<file path="config.mk">
export PLATFORM = sky130hd
export DESIGN_NAME = edge_walker_cu_flat
export DESIGN_NICKNAME = d
export VERILOG_FILES = /design/src/design/graph_cu_pkg.sv /design/src/design/cu_link_if.sv /design/src/design/edge_walker_cu.sv /design/src/flat_wrapper.sv
export SDC_FILE = /design/constraint.sdc
export NUM_CORES = 1
export LEC_CHECK = 0
export CAP_MARGIN = 20
export CORE_MARGIN = 3
export CORE_UTILIZATION = 45
export DETAILED_ROUTE_END_ITERATION = 7
export DONT_BUFFER_PORTS = 1
export GPL_ROUTABILITY_DRIVEN = 0
export MAX_ROUTING_LAYER = met4
export SLEW_MARGIN = 0
export SYNTH_ARGS = -nofsm -noshare
export SYNTH_HDL_FRONTEND = slang
export SYNTH_SLANG_ARGS = --single-unit
</file>
<file path="constraint.sdc">
create_clock -name clock -period 4.69 [get_ports clock]
set_input_delay 0.938 -clock clock [delete_from_list [all_inputs] [get_ports clock]]
set_output_delay 0.938 -clock clock [all_outputs]
set_load 0.01 [all_outputs]
</file>
<file path="src/design/graph_cu_pkg.sv">
// Sizes, buffer depths, array kinds and the job, command and read tag types

package graph_cu_pkg;

	// Unit count and field widths
	parameter int NUM_CU_DEFAULT = 4;
	parameter int CU_ID_BITS     = 4;
	parameter int VERTEX_BITS    = 32;
	parameter int EDGE_BITS      = 32;
	parameter int EDGES_PER_LINE = 8;
	parameter int LINE_EDGE_BITS = 4;

	// Buffer sizing
	parameter int JOB_FIFO_DEPTH   = 16;
	parameter int CMD_FIFO_DEPTH   = 8;
	parameter int BURST_FIFO_DEPTH = 16;
	parameter int FIFO_HEADROOM    = 4;

	// Target array of a read with code 7 left unused
	typedef enum logic [2:0] {
		EDGE_ARRAY_SRC,
		EDGE_ARRAY_DEST,
		EDGE_ARRAY_WEIGHT,
		INV_EDGE_ARRAY_SRC,
		INV_EDGE_ARRAY_DEST,
		INV_EDGE_ARRAY_WEIGHT,
		READ_GRAPH_DATA
	} array_kind_t;

	typedef struct packed {
		logic [VERTEX_BITS-1:0] vertex_id;
		logic [EDGE_BITS-1:0]   edge_start;
		logic [EDGE_BITS-1:0]   out_degree;
	} vertex_job_t;

	typedef struct packed {
		logic [CU_ID_BITS-1:0]     cu_id;
		array_kind_t               kind;
		logic [EDGE_BITS-1:0]      address;
		logic [LINE_EDGE_BITS-1:0] line_edges;
	} read_cmd_t;

	// Tag echoed by memory with each returned line
	typedef struct packed {
		logic [CU_ID_BITS-1:0]     cu_id;
		array_kind_t               kind;
		logic [LINE_EDGE_BITS-1:0] line_edges;
	} read_data_t;

endpackage

</file>
<file path="src/design/cu_link_if.sv">
// Per-unit link carrying job, read command, returned tag and progress counts
`timescale 1ns/1ps

interface cu_link_if import graph_cu_pkg::*; ();

	// Job hand-off
	logic                   job_valid;
	vertex_job_t            job;
	logic                   job_request;

	// Read commands
	logic                   cmd_valid;
	read_cmd_t              cmd;
	logic                   cmd_alfull;

	// Returned line tags
	logic                   data_valid;
	read_data_t             data;

	// Progress
	logic [VERTEX_BITS-1:0] vertex_count;
	logic [EDGE_BITS-1:0]   edge_count;

	modport unit (
		input  job_valid, job, cmd_alfull, data_valid, data,
		output job_request, cmd_valid, cmd, vertex_count, edge_count
	);
	modport dispatch (output job_valid, job, input job_request);
	modport gather (input cmd_valid, cmd, output cmd_alfull);
	modport route (output data_valid, data);

endinterface

</file>
<file path="src/design/edge_walker_cu.sv">
// Edge walker unit splitting a vertex job into line reads and counting edges
`timescale 1ns/1ps

module edge_walker_cu import graph_cu_pkg::*; #(
	parameter int CU_ID = 0
) (
	input  logic    clock,
	input  logic    rstn,
	input  logic    enabled,
	cu_link_if.unit link
);

	logic                      busy;
	logic                      start;
	logic                      first_cmd;
	logic                      issue;
	logic                      line_back;
	logic                      finish;
	logic [EDGE_BITS-1:0]      next_addr;
	logic [EDGE_BITS-1:0]      edges_left;
	logic [EDGE_BITS-1:0]      lines_out;
	logic [LINE_EDGE_BITS-1:0] first_size;
	logic [LINE_EDGE_BITS-1:0] line_size;

	// Full line unless fewer edges remain
	function automatic logic [LINE_EDGE_BITS-1:0] line_of(input logic [EDGE_BITS-1:0] left);
		if (left > EDGE_BITS'(EDGES_PER_LINE))
			return LINE_EDGE_BITS'(EDGES_PER_LINE);
		return left[LINE_EDGE_BITS-1:0];
	endfunction

	assign link.job_request = enabled && !busy;

	assign start      = link.job_valid && !busy;
	assign first_cmd  = start && (link.job.out_degree != '0);
	assign first_size = line_of(link.job.out_degree);
	assign line_size  = line_of(edges_left);
	assign issue      = busy && enabled && (edges_left != '0) && !link.cmd_alfull;
	assign line_back  = link.data_valid;
	// Last outstanding line of a fully issued job
	assign finish     = busy && (edges_left == '0) && line_back && (lines_out == EDGE_BITS'(1));

	always_ff @(posedge clock or negedge rstn) begin
		if (!rstn) begin
			busy              <= 1'b0;
			next_addr         <= '0;
			edges_left        <= '0;
			lines_out         <= '0;
			link.cmd_valid    <= 1'b0;
			link.vertex_count <= '0;
			link.edge_count   <= '0;
		end else begin
			link.cmd_valid <= first_cmd || issue;

			if (first_cmd) begin
				busy       <= 1'b1;
				next_addr  <= link.job.edge_start + EDGE_BITS'(EDGES_PER_LINE);
				edges_left <= link.job.out_degree - EDGE_BITS'(first_size);
			end else if (issue) begin
				next_addr  <= next_addr + EDGE_BITS'(EDGES_PER_LINE);
				edges_left <= edges_left - EDGE_BITS'(line_size);
			end

			// Lines in flight
			if (first_cmd || issue) begin
				if (!line_back)
					lines_out <= lines_out + 1'b1;
			end else if (line_back) begin
				lines_out <= lines_out - 1'b1;
			end

			if (line_back)
				link.edge_count <= link.edge_count + EDGE_BITS'(link.data.line_edges);

			// Empty edge list completes right away
			if (start && !first_cmd)
				link.vertex_count <= link.vertex_count + 1'b1;

			if (finish) begin
				busy              <= 1'b0;
				link.vertex_count <= link.vertex_count + 1'b1;
			end
		end
	end

	always_ff @(posedge clock) begin
		if (first_cmd) begin
			link.cmd.cu_id      <= CU_ID_BITS'(CU_ID);
			link.cmd.kind       <= EDGE_ARRAY_DEST;
			link.cmd.address    <= link.job.edge_start;
			link.cmd.line_edges <= first_size;
		end else if (issue) begin
			link.cmd.address    <= next_addr;
			link.cmd.line_edges <= line_size;
		end
	end

endmodule

</file>
<file path="src/flat_wrapper.sv">
// flat-port wrapper written by rule: the top's interface ports become plain ports
module edge_walker_cu_flat import graph_cu_pkg::*;
#(
	parameter int CU_ID = 0
)
  (clock, rstn, enabled, link_job_valid, link_job, link_cmd_alfull, link_data_valid, link_data, link_job_request, link_cmd_valid, link_cmd, link_vertex_count, link_edge_count);
  cu_link_if link_i ();
  input  logic clock;
  input  logic rstn;
  input  logic enabled;
  input wire logic [$bits(link_i.job_valid)-1:0] link_job_valid;
  input wire logic [$bits(link_i.job)-1:0] link_job;
  input wire logic [$bits(link_i.cmd_alfull)-1:0] link_cmd_alfull;
  input wire logic [$bits(link_i.data_valid)-1:0] link_data_valid;
  input wire logic [$bits(link_i.data)-1:0] link_data;
  output wire logic [$bits(link_i.job_request)-1:0] link_job_request;
  output wire logic [$bits(link_i.cmd_valid)-1:0] link_cmd_valid;
  output wire logic [$bits(link_i.cmd)-1:0] link_cmd;
  output wire logic [$bits(link_i.vertex_count)-1:0] link_vertex_count;
  output wire logic [$bits(link_i.edge_count)-1:0] link_edge_count;
  assign link_i.job_valid = link_job_valid;
  assign link_i.job = link_job;
  assign link_i.cmd_alfull = link_cmd_alfull;
  assign link_i.data_valid = link_data_valid;
  assign link_i.data = link_data;
  assign link_job_request = link_i.job_request;
  assign link_cmd_valid = link_i.cmd_valid;
  assign link_cmd = link_i.cmd;
  assign link_vertex_count = link_i.vertex_count;
  assign link_edge_count = link_i.edge_count;
  edge_walker_cu #(.CU_ID(CU_ID)) u_core (.clock(clock), .rstn(rstn), .enabled(enabled), .link(link_i));
endmodule
</file>
==> flow_summary.json <==
{
  "initial_utilization_pct": 45.8,
  "yosysWarnings": 0,
  "power-per-cell-area_mw_per_mm2": 421,
  "fin_nets": 1293,
  "hold_buffers": 0,
  "worst_slew_pin_slew_ns": 0.931,
  "avgSynthCellArea_um2": 9.80,
  "yosys.area.top_type": "dfrtp_1",
  "ant_nets": 0,
  "track_usage_pct": 20.5,
  "swShare_pct": 34.8,
  "crit_type": "input pin to flop",
  "insertion_delay_ns": 0.44,
  "power_frac_clock_pct": 27.4,
  "timing.final.crit_share_pct": 87.8,
  "setup_tns_ns": 0,
  "ys.flop_type": "dfrtp_1",
  "cts_tree": "built",
  "finalNonFillerCells": 1511,
  "synth_most_common_cell": "dfrtp_1",
  "area.growth.synth_to_final_pct": 7.70,
  "p_comb_share_pct": 21.9,
  "clk_pin_slew_ns": 0.09,
  "worstSetupEndpointType": "flop",
  "ys_async_sr_fraction_pct": 81.8,
  "dieHeight_um": 166,
  "cts-root-buf": "clkbuf_16",
  "ys_ff_latch": 198,
  "post_cts_buffers": 0,
  "ir_worst_vdd_mv": 0.189,
  "grt_pass1_vias": 8761,
  "numClockSinks": 198,
  "hold_path_class": "input pin to asynchronous set/reset pin",
  "layout_min_cycle_time_ns": 4.12,
  "cts_buffer_depth": 2,
  "rows": 58,
  "numCtsBuffers": 17,
  "hold_viol_final": 0,
  "via_per_inst": 5.91,
  "critPathRequiredTime_ns": 5.02,
  "post_cts_resized": 0,
  "cp_max_fo": 12,
  "first_pass_iters": 5,
  "rr_endpoint": "u_core.link.vertex_count[14]",
  "arrival_ns": 4.45,
  "port_buffers": 0,
  "antenna_cells": 0,
  "clock_skew_ns": 0.0188,
  "internal-power_uw": 3420,
  "dr_total_vias": 8927,
  "synth_cell_types": 80,
  "io-pin-count": 222,
  "leakagePower_uw": 0.00499,
  "cap_violations": 0,
  "finalMaxSlewViolations": 0,
  "syn_area_mm2": 0.0116,
  "post-dp-hpwl_mm": 19.2,
  "fmax_mhz": 243,
  "rsz0062_at_grt": "no",
  "wirelength_mm": 27.8,
  "drc": 0,
  "p_sw_uw": 1820,
  "grt_max_degree": 163,
  "r2r_setup_slack_ns": 1.31,
  "r2r_cells": 6,
  "ys_top_cells_by_count": "162 x dfrtp_1, 139 x nand2_1, 97 x xnor2_1",
  "report.final.setup_viol": 0,
  "die_area_mm2": 0.0277,
  "drt_iter0_drc": 607,
  "grt_overflow": 0,
  "layout-drive-gt1-share_pct": 9.23,
  "antenna_found_initial": 0,
  "grt_first_pass_wirelength_mm": 46.2,
  "synth_seq_area_share_pct": 44.4,
  "status": "finished clean",
  "start_kind": "input pin",
  "dp.cells": 1479,
  "synth.top_cell.area_share_pct": 35.0,
  "wl_per_cell_um": 18.4,
  "fin_util_pct": 49.3,
  "seqPwrFrac_pct": 50.7,
  "syn_inst": 1180,
  "r2r_start": "u_core.lines_out[4]",
  "core_mm2": 0.0253,
  "htree_levels": 4,
  "synth_edf_count": 36,
  "slew-limit-headroom_pct": 36.3,
  "die_w_um": 166,
  "synth_area_leaders": "dfrtp_1 35%, edfxtp_1 9.3%, xnor2_1 7.3%, nand2_1 4.5%, xor2_1 4.0%"
}
-- cell usage in the layout (no fill, tap or decap), types with 17 or more instances in the layout --
cell type	Yosys	final
dfrtp_1	162	162
nand2_1	139	139
xnor2_1	97	97
nand3_1	61	61
nand4_1	53	53
xor2_1	53	53
nor2_1	52	51
nor3_1	49	49
and3_1	41	41
edfxtp_1	36	36
o21ai_0	27	27
a21oi_1	26	26
mux2i_1	24	24
mux2_2	22	22
nor4_1	22	21
and4_1	21	21
buf_4	8	21
or3_1	19	19
o211ai_1	18	18
clkbuf_16	0	17
-- per-stage QoR --
step	instance area (um2)	hold WS (ns)	setup slack [ns]	total power, uW
2_1_floorplan	11600	0.438	0.00320	3520
3_3_place_gp	11900	0.451	0.248	3790
3_5_place_dp	11900	0.457	0.191	3820
4_1_cts	12500	0.172	0.627	5280
5_1_grt	12500	0.166	0.317	5580
6_report	12500	0.193	0.573	5240
-- critical path: stages --
cell	delay, ns
or4_1	0.61
or2_2	0.45
o41ai_4	0.64
nand2_1	0.10
nand2_1	0.13
ha_1	0.25
inv_1	0.12
nor3b_1	0.38
nand4_1	0.14
mux2i_1	0.18
buf_4	0.20
a21oi_1	0.08
o31ai_1	0.23
-- worst max-delay path by stage --
stage	startpoint	end	slack [ns]	cells past startpoint
2_1_floorplan	link_job[5]	u_core.next_addr[29]	0.003	16
3_3_place_gp	link_job[16]	u_core.next_addr[29]	0.25	13
3_5_place_dp	link_job[16]	u_core.next_addr[29]	0.19	13
4_1_cts	link_job[16]	u_core.next_addr[29]	0.63	13
5_1_grt	link_job[16]	u_core.next_addr[27]	0.32	13
6_report	link_job[16]	u_core.next_addr[29]	0.57	13
-- final cells by class --
type                    count  area (um2)
fillers                  2366       12800
multi-input cells         914        6110
flip-flops and latches    198        5130
clock buffers              18         429
well taps                 330         413
repair buffers             22         178
clock inverters            14         136
inverters                  15        56.3
-- power groups by stage --
| stage | logic, uW | clock network, uW | registers (uW) |
|---|---|---|---|
| 2_1_floorplan | 976 | 0 | 2540 |
| 3_3_place_gp | 1110 | 0 | 2680 |
| 3_5_place_dp | 1140 | 0 | 2680 |
| 4_1_cts | 1150 | 1480 | 2650 |
| 5_1_grt | 1300 | 1560 | 2730 |
| 6_report | 1150 | 1440 | 2660 |
-- flip-flops by register name, indices dropped and copies added (netlist names) --
name,count
u_core.link.cmd,36
u_core.edges_left,32
u_core.lines_out,32
u_core.link.edge_count,32
u_core.link.vertex_count,32
u_core.next_addr,32
u_core.busy,1
u_core.link.cmd_valid,1
-- routing by layer --
layer  global-route usage [%]  wire [um]
met4                     3.23        170
met1                     28.3      13200
met2                     32.2      12900
met5                        -          0
met3                     4.28       1490
-- cells by family after synthesis --
logic type | share of synthesized area, %
AND/OR/NAND/NOR | 24.8
flip-flops | 44.4
XOR/XNOR | 11.4
adder cells (fa/ha/maj) | 1.36
buffers and inverters | 3.22
multiplexers | 4.34
other | 0.0649
AO/OA/AOI/OAI | 10.4
Power figures use the tool's default switching activity.
